--- config.mk ---
export PLATFORM = sky130hd
export DESIGN_NAME = nlc_top
export DESIGN_NICKNAME = d
export VERILOG_FILES = /design/src/verilog/nlc_pkg.sv /design/src/verilog/arith_if.sv /design/src/verilog/coef_bank.sv /design/src/verilog/arith_port.sv /design/src/verilog/nlc_sequencer.sv /design/src/verilog/nlc_top.sv
export VERILOG_INCLUDE_DIRS = /design/src /design/src/verilog
export SDC_FILE = /design/constraint.sdc
export NUM_CORES = 2
export LEC_CHECK = 0
export BUFFER_PORTS_ARGS = -buffer_cell sky130_fd_sc_hd__buf_2
export CAP_MARGIN = 10
export CORE_MARGIN = 2
export CORE_UTILIZATION = 55
export DETAILED_ROUTE_END_ITERATION = 7
export GPL_ROUTABILITY_DRIVEN = 0
export GPL_TIMING_DRIVEN = 0
export PLACE_DENSITY = 0.74
export SYNTH_ARGS = -nofsm -noshare
export SYNTH_HDL_FRONTEND = slang
export SYNTH_SLANG_ARGS = --single-unit
--- constraint.sdc ---
create_clock -name clk -period 8.2 [get_ports clk]
set_clock_uncertainty 0.2 [all_clocks]
set_input_delay 0.82 -clock clk [delete_from_list [all_inputs] [get_ports clk]]
set_output_delay 0.82 -clock clk [all_outputs]
set_load 0.005 [all_outputs]
--- src/verilog/nlc_defs.svh ---
`ifndef NLC_DEFS_SVH
`define NLC_DEFS_SVH

`define NLC_CHANNELS 4
`define NLC_CH_W 2
`define NLC_ADC_W 21
`define NLC_WORD_W 32

// Horner runs from coefficient 5 down to 0
`define NLC_ORDER 5

// Bank layout with coefficients at 0..5
`define NLC_IDX_W 3
`define NLC_IDX_NEG_MEAN 6
`define NLC_IDX_RECIP 7

`endif

--- src/verilog/nlc_pkg.sv ---
package nlc_pkg;

	typedef enum logic [1:0] {
		CONVERT,
		ADD,
		MUL
	} arith_op_t;

	// One arithmetic operation per step except EMIT
	typedef enum logic [2:0] {
		IDLE,
		CONV,
		NORM_ADD,
		NORM_MUL,
		HORNER_MUL,
		HORNER_ADD,
		EMIT
	} seq_step_t;

endpackage

--- src/verilog/arith_if.sv ---
`timescale 1ns/1ps
`include "nlc_defs.svh"

interface arith_if;
	import nlc_pkg::*;

	logic req; // One cycle, only when nothing outstanding
	arith_op_t op;
	logic [`NLC_WORD_W-1:0] a;
	logic [`NLC_WORD_W-1:0] b;
	logic done;
	logic [`NLC_WORD_W-1:0] result;

	modport master (output req, op, a, b, input done, result);
	modport slave (input req, op, a, b, output done, result);

endinterface

--- src/verilog/coef_bank.sv ---
`timescale 1ns/1ps
`include "nlc_defs.svh"

module coef_bank (
	input logic clk,
	input logic rst,
	input logic wr,
	input logic [`NLC_CH_W-1:0] wr_ch,
	input logic [`NLC_IDX_W-1:0] wr_idx,
	input logic [`NLC_WORD_W-1:0] wr_data,
	input logic [`NLC_CH_W-1:0] rd_ch,
	input logic [`NLC_IDX_W-1:0] rd_idx,
	output logic [`NLC_WORD_W-1:0] rd_data
);

	localparam int WORDS = 2 ** `NLC_IDX_W;

	// Coefficients 0..5, then negative mean and reciprocal deviation
	logic [`NLC_WORD_W-1:0] mem [`NLC_CHANNELS][WORDS];

	always_ff @(posedge clk) begin
		if (rst) begin
			for (int c = 0; c < `NLC_CHANNELS; c++) begin
				for (int i = 0; i < WORDS; i++) begin
					mem[c][i] <= '0;
				end
			end
		end else if (wr) begin
			mem[wr_ch][wr_idx] <= wr_data;
		end
	end

	assign rd_data = mem[rd_ch][rd_idx]; // Combinational read

endmodule

--- src/verilog/arith_port.sv ---
`timescale 1ns/1ps
`include "nlc_defs.svh"

module arith_port (
	input logic clk,
	input logic rst,
	arith_if.slave arith,
	output logic conv_req,
	output logic [`NLC_ADC_W-1:0] conv_in,
	input logic conv_done,
	input logic [`NLC_WORD_W-1:0] conv_out,
	output logic add_req,
	output logic [`NLC_WORD_W-1:0] add_a,
	output logic [`NLC_WORD_W-1:0] add_b,
	input logic add_done,
	input logic [`NLC_WORD_W-1:0] add_out,
	output logic mul_req,
	output logic [`NLC_WORD_W-1:0] mul_a,
	output logic [`NLC_WORD_W-1:0] mul_b,
	input logic mul_done,
	input logic [`NLC_WORD_W-1:0] mul_out
);
	import nlc_pkg::*;

	logic pending;
	arith_op_t pend_op;
	logic [`NLC_WORD_W-1:0] pend_a;
	logic [`NLC_WORD_W-1:0] pend_b;
	logic unit_done;
	logic [`NLC_WORD_W-1:0] unit_out;
	logic done_q;
	logic [`NLC_WORD_W-1:0] result_q;

	// Only the unit that was asked may answer
	always_comb begin
		unit_done = 1'b0;
		unit_out = mul_out;
		case (pend_op)
			CONVERT: begin
				unit_done = pending && conv_done;
				unit_out = conv_out;
			end
			ADD: begin
				unit_done = pending && add_done;
				unit_out = add_out;
			end
			default: unit_done = pending && mul_done;
		endcase
	end

	always_ff @(posedge clk) begin
		if (rst) begin
			pending <= 1'b0;
			conv_req <= 1'b0;
			add_req <= 1'b0;
			mul_req <= 1'b0;
			done_q <= 1'b0;
		end else begin
			conv_req <= arith.req && arith.op == CONVERT;
			add_req <= arith.req && arith.op == ADD;
			mul_req <= arith.req && arith.op == MUL;
			done_q <= unit_done;
			if (arith.req)
				pending <= 1'b1;
			else if (unit_done)
				pending <= 1'b0;
		end
	end

	// Operands held for the unit until it answers
	always_ff @(posedge clk) begin
		if (arith.req) begin
			pend_op <= arith.op;
			pend_a <= arith.a;
			pend_b <= arith.b;
		end
		if (unit_done)
			result_q <= unit_out;
	end

	assign conv_in = pend_a[`NLC_ADC_W-1:0];
	assign add_a = pend_a;
	assign add_b = pend_b;
	assign mul_a = pend_a;
	assign mul_b = pend_b;

	assign arith.done = done_q;
	assign arith.result = result_q;

endmodule

--- src/verilog/nlc_sequencer.sv ---
`timescale 1ns/1ps
`include "nlc_defs.svh"

module nlc_sequencer (
	input logic clk,
	input logic rst,
	input logic start,
	input logic [`NLC_CHANNELS-1:0][`NLC_ADC_W-1:0] x_adc,
	output logic [`NLC_CH_W-1:0] rd_ch,
	output logic [`NLC_IDX_W-1:0] rd_idx,
	input logic [`NLC_WORD_W-1:0] rd_data,
	arith_if.master arith,
	output logic busy,
	output logic result_valid,
	output logic [`NLC_CH_W-1:0] result_ch,
	output logic [`NLC_WORD_W-1:0] result
);
	import nlc_pkg::*;

	seq_step_t step;
	logic issued; // Request of this step already sent
	logic [`NLC_CH_W-1:0] ch;
	logic [`NLC_IDX_W-1:0] k;
	logic [`NLC_CHANNELS-1:0][`NLC_ADC_W-1:0] x_cap;
	logic [`NLC_WORD_W-1:0] norm;
	logic [`NLC_WORD_W-1:0] acc;
	logic last_coef;

	assign rd_ch = ch;
	assign last_coef = k == '0;

	assign arith.req = !issued &&
		step inside {CONV, NORM_ADD, NORM_MUL, HORNER_MUL, HORNER_ADD};

	// Operands per step
	always_comb begin
		arith.op = ADD;
		arith.a = acc;
		arith.b = rd_data;
		case (step)
			CONV: begin
				arith.op = CONVERT;
				arith.a = {{(`NLC_WORD_W - `NLC_ADC_W){1'b0}}, x_cap[ch]};
				arith.b = '0;
			end
			NORM_ADD: arith.a = norm;
			NORM_MUL: begin
				arith.op = MUL;
				arith.a = norm;
			end
			HORNER_MUL: begin
				arith.op = MUL;
				arith.b = norm;
			end
			default: ;
		endcase
	end

	// Bank word for the step
	always_comb begin
		case (step)
			CONV: rd_idx = `NLC_IDX_W'(`NLC_ORDER); // Top coefficient seeds acc
			NORM_ADD: rd_idx = `NLC_IDX_W'(`NLC_IDX_NEG_MEAN);
			NORM_MUL: rd_idx = `NLC_IDX_W'(`NLC_IDX_RECIP);
			default: rd_idx = k;
		endcase
	end

	always_ff @(posedge clk) begin
		if (rst) begin
			step <= IDLE;
			issued <= 1'b0;
			ch <= '0;
			k <= '0;
			busy <= 1'b0;
			result_valid <= 1'b0;
		end else begin
			result_valid <= 1'b0;
			if (arith.req)
				issued <= 1'b1;
			case (step)
				IDLE: if (start) begin
					ch <= '0;
					busy <= 1'b1;
					step <= CONV;
				end
				CONV: if (issued && arith.done) begin
					issued <= 1'b0;
					step <= NORM_ADD;
				end
				NORM_ADD: if (issued && arith.done) begin
					issued <= 1'b0;
					step <= NORM_MUL;
				end
				NORM_MUL: if (issued && arith.done) begin
					issued <= 1'b0;
					k <= `NLC_IDX_W'(`NLC_ORDER - 1);
					step <= HORNER_MUL;
				end
				HORNER_MUL: if (issued && arith.done) begin
					issued <= 1'b0;
					step <= HORNER_ADD;
				end
				HORNER_ADD: if (issued && arith.done) begin
					issued <= 1'b0;
					if (last_coef) begin
						result_valid <= 1'b1;
						step <= EMIT;
					end else begin
						k <= k - 1'b1;
						step <= HORNER_MUL;
					end
				end
				EMIT: begin
					if (ch == `NLC_CH_W'(`NLC_CHANNELS - 1)) begin
						busy <= 1'b0;
						step <= IDLE;
					end else begin
						ch <= ch + 1'b1;
						step <= CONV;
					end
				end
				default: step <= IDLE;
			endcase
		end
	end

	always_ff @(posedge clk) begin
		if (step == IDLE && start)
			x_cap <= x_adc; // Whole frame at once
		if (step == CONV && arith.req)
			acc <= rd_data;
		if (arith.done && step inside {CONV, NORM_ADD, NORM_MUL})
			norm <= arith.result;
		if (arith.done && step inside {HORNER_MUL, HORNER_ADD})
			acc <= arith.result;
		if (step == HORNER_ADD && issued && arith.done && last_coef) begin
			result <= arith.result;
			result_ch <= ch;
		end
	end

endmodule

--- src/verilog/nlc_top.sv ---
`timescale 1ns/1ps
`include "nlc_defs.svh"

module nlc_top (
	input logic clk,
	input logic rst,
	input logic start,
	input logic [`NLC_CHANNELS-1:0][`NLC_ADC_W-1:0] x_adc,
	output logic busy,
	output logic result_valid,
	output logic [`NLC_CH_W-1:0] result_ch,
	output logic [`NLC_WORD_W-1:0] result,
	input logic coef_wr,
	input logic [`NLC_CH_W-1:0] coef_ch,
	input logic [`NLC_IDX_W-1:0] coef_idx,
	input logic [`NLC_WORD_W-1:0] coef_data,
	output logic conv_req,
	output logic [`NLC_ADC_W-1:0] conv_in,
	input logic conv_done,
	input logic [`NLC_WORD_W-1:0] conv_out,
	output logic add_req,
	output logic [`NLC_WORD_W-1:0] add_a,
	output logic [`NLC_WORD_W-1:0] add_b,
	input logic add_done,
	input logic [`NLC_WORD_W-1:0] add_out,
	output logic mul_req,
	output logic [`NLC_WORD_W-1:0] mul_a,
	output logic [`NLC_WORD_W-1:0] mul_b,
	input logic mul_done,
	input logic [`NLC_WORD_W-1:0] mul_out
);

	logic [`NLC_CH_W-1:0] rd_ch;
	logic [`NLC_IDX_W-1:0] rd_idx;
	logic [`NLC_WORD_W-1:0] rd_data;

	arith_if arith ();

	coef_bank bank0 (
		.clk(clk),
		.rst(rst),
		.wr(coef_wr),
		.wr_ch(coef_ch),
		.wr_idx(coef_idx),
		.wr_data(coef_data),
		.rd_ch(rd_ch),
		.rd_idx(rd_idx),
		.rd_data(rd_data)
	);

	nlc_sequencer seq0 (
		.clk(clk),
		.rst(rst),
		.start(start),
		.x_adc(x_adc),
		.rd_ch(rd_ch),
		.rd_idx(rd_idx),
		.rd_data(rd_data),
		.arith(arith.master),
		.busy(busy),
		.result_valid(result_valid),
		.result_ch(result_ch),
		.result(result)
	);

	// Single request in flight toward the three units
	arith_port port0 (
		.clk(clk),
		.rst(rst),
		.arith(arith.slave),
		.conv_req(conv_req),
		.conv_in(conv_in),
		.conv_done(conv_done),
		.conv_out(conv_out),
		.add_req(add_req),
		.add_a(add_a),
		.add_b(add_b),
		.add_done(add_done),
		.add_out(add_out),
		.mul_req(mul_req),
		.mul_a(mul_a),
		.mul_b(mul_b),
		.mul_done(mul_done),
		.mul_out(mul_out)
	);

endmodule

==> impl_metrics.tcl <==
set metrics [dict create \
    outcome "finished, final reports clean" \
    num_io_pins 412 \
    finalSetupViolations 0 \
    floorplan.initialDensity 0.554 \
    cts_tree "done" \
    relSlewSlack 0.128 \
    synth_seq_area_share 0.669 \
    syn_nets 3958 \
    die_w_um 332 \
    cts.sinks 1322 \
    cp_max_fo 10 \
    ys_seq_elements 1322 \
    antenna_found_initial 14 \
    clk_path_buf_depth 3 \
    grt_pass1_vias 34400 \
    htreeDepth 4 \
    cp_slowest_stage_delay_ps 770 \
    r2r_end "port0.add_b[29]" \
    path_cells "buf_2, clkbuf_1, mux4_2, mux2_2, o22ai_1, o31ai_1" \
    synth_ff_type "edfxtp_1" \
    final_layout_size_suffix_gt1_frac 0.274 \
    path_class "reg2reg" \
    grt_max_degree 51 \
    async_reset_ff_frac 0 \
    core_area_um2 107000 \
    min_to "seq0.x_cap[31]" \
    syn_area_um2 59100 \
    yosys_warnings 0 \
    wl_per_cell_um 29.0 \
    worst_pin_slew_ps 1310 \
    grtUsageTotal 0.305 \
    path_clk_slew_ps 70 \
    r2r_cells 6 \
    worst_ep_required_time_ps 8410 \
    dpl.hpwl_um 122000 \
    hold_buffers 0 \
    hold_class "in2reg" \
    clkLatencyLatePin_ps 750 \
    die_area_um2 110000 \
    hold_depth 1 \
    synth-edff-count 1304 \
    hp-start "x_adc[31]" \
    crit_family "buffers and inverters" \
    power.leakage_uw 0.0235 \
    powerDensity_nw_per_um2 221 \
    yosys-top-cells-area "edfxtp_1 66%, and2_1 11%, mux4_2 10%" \
    cts-root-buf "clkbuf_16" \
    areaGrowthSynthToFinish_pct 13.9 \
    vias_per_cell 6.07 \
    grt_pass1_wl_um 240000 \
    synth_area_leader_cell "edfxtp_1" \
    yosysUniqueCellTypes 45 \
    synthTopCellsByCount "1,304 x edfxtp_1, 1,026 x and2_1, 275 x mux4_2, 261 x clkbuf_1, 156 x nand2_1" \
    hold_viol 0 \
    maxCapViolations 0 \
    period_share 0.474 \
    ir_drop_uv 201 \
    dieHeight_um 332 \
    postRouteAntennaNets 0 \
    syn_area_per_cell_um2 15.8 \
    rrSetupSlack_ps 4310 \
    drt_iter0_drc 4463 \
    num-fill-cells 7544 \
    critical_path_arrival_ps 4100 \
    regArea_um2 39500 \
    route.detailed.drc 0 \
    rsz0062_at_grt "false" \
    drv_slew 0 \
    max_freq_ghz 0.257 \
    finalSetupTns_ps 0 \
    yosysMostFrequentCell "edfxtp_1" \
    via_count 35200 \
    ctsResizeCount 0 \
    critPathSlowestCell "clkbuf_1" \
    end_kind "register" \
    critPathLaunchType "register" \
    portBuffers 411 \
    grt.overflow.total 0 \
    crit_buf_inv 2 \
    dr.pass1.iters 6 \
    post-cts-setup-buffers 0 \
    yosys.area.top_type_share 0.663 \
    row_count 120 \
    multi_input_area_um2 17400 \
    cts_made_buffers 133 \
    nets 4513 \
    holdWs_ps 55.8 \
    period_needed_ps 3890 \
    wl_um 168000 \
    syn_inst 3729 \
]
==> sequential cells by signal (all words and copies together) (netlist names), named ones only <==
name and flops:
seq0.norm 32, port0.add_a 32, seq0.k 3, bank0.mem 1024, seq0.step 3, port0.pending 1, seq0.result_ch 2, port0.mul_req 1
seq0.acc 32, port0.add_b 32, port0.add_req 1, seq0.x_cap 84, seq0.result 32, seq0.result_valid 1, seq0.rd_ch 2, port0.arith.result 32
port0.conv_req 1, port0.pend_op 2, seq0.issued 1, seq0.busy 1, port0.arith.done 1
==> layer usage <==
| layer | wire length (um) | global-route usage | share of wire | vias to the layer above |
|---|---|---|---|---|
| met1 | 62800 | 0.407 | 0.37 | 17800 |
| li1 | - | - | - | 14800 |
| met4 | 7560 | 0.135 | 0.045 | 6 |
| met5 | 31 | 0 | 0.00018 | - |
| met2 | 81500 | 0.497 | 0.49 | 2155 |
| met3 | 15900 | 0.0544 | 0.095 | 355 |
==> stage by stage <==
step / setup slack [ps] / std cells / util / total power [uW] / instance area [um2]
after floorplan: 4340 / 3729 / - / 8540 / 59100
after global placement: 2700 / 5543 / 0.589 / 9000 / 62900
after detailed placement: 3990 / 5552 / 0.591 / 9040 / 63100
after CTS: 4460 / 5788 / 0.630 / 14900 / 67300
after global routing: 4370 / 5791 / 0.630 / 15200 / 67300
final: 4310 / 5795 / 0.630 / 14900 / 67300
==> power breakdown <==
group,internal (uW),switching [uW]
clock,3380,2580
sequential,7800,126
combinational,380,609
==> logic make-up (layout without fill, tap and decap cells) <==
logic type               after synthesis  in the layout  share of synthesized area
AO/OA/AOI/OAI                        225            225                     0.0278
adder cells (fa/ha/maj)                5              5                    0.00106
buffers and inverters                422           1078                     0.0371
flip-flops                          1322           1322                      0.669
multiplexers                         434            434                      0.135
other                                  0              7                          0
AND/OR/NAND/NOR                     1321           1321                      0.130
==> area by class of cell <==
| cell class | count | area share |
|---|---|---|
| timing repair buffer | 420 | 0.0330 |
| antenna | 7 | 0.000260 |
| buffer | 416 | 0.0322 |
| inverter | 6 | 0.000335 |
| tap | 1403 | 0.0261 |
| clock inverter | 75 | 0.0102 |
| sequential | 1322 | 0.587 |
| clock buffer | 161 | 0.0518 |
| multi-input combinational | 1985 | 0.259 |
==> cells in the final DEF, fill, tap and decap left out, types with 21 or more instances in the layout <==
master     synthesis  routed
mux4_2           275     275
clkinv_1           0      30
clkbuf_16          0     135
nor2_1            71      70
nand2_1          156     156
buf_6             25      28
and2_1          1026    1025
a221o_1           21      21
buf_4            106     107
clkbuf_1         261     286
edfxtp_1        1304    1304
o21ai_0           46      46
or2_2             33      33
o31ai_1           60      60
o22ai_1           46      46
buf_2             15     426
mux2_2           122     122
mux2i_1           35      35
==> how the worst max path moves through the flow <==
stage / startpoint / endpoint / cells past startpoint
final: register / port0.add_b[29] / 6
after global routing: register / port0.add_b[23] / 6
after CTS: register / port0.add_b[29] / 6
after detailed placement: rst / bank0.mem[3][47] / 5
after global placement: seq0.step[1] / seq0.norm[17] / 3
after floorplan: start / register / 4
(Power assumes the default switching activity.)
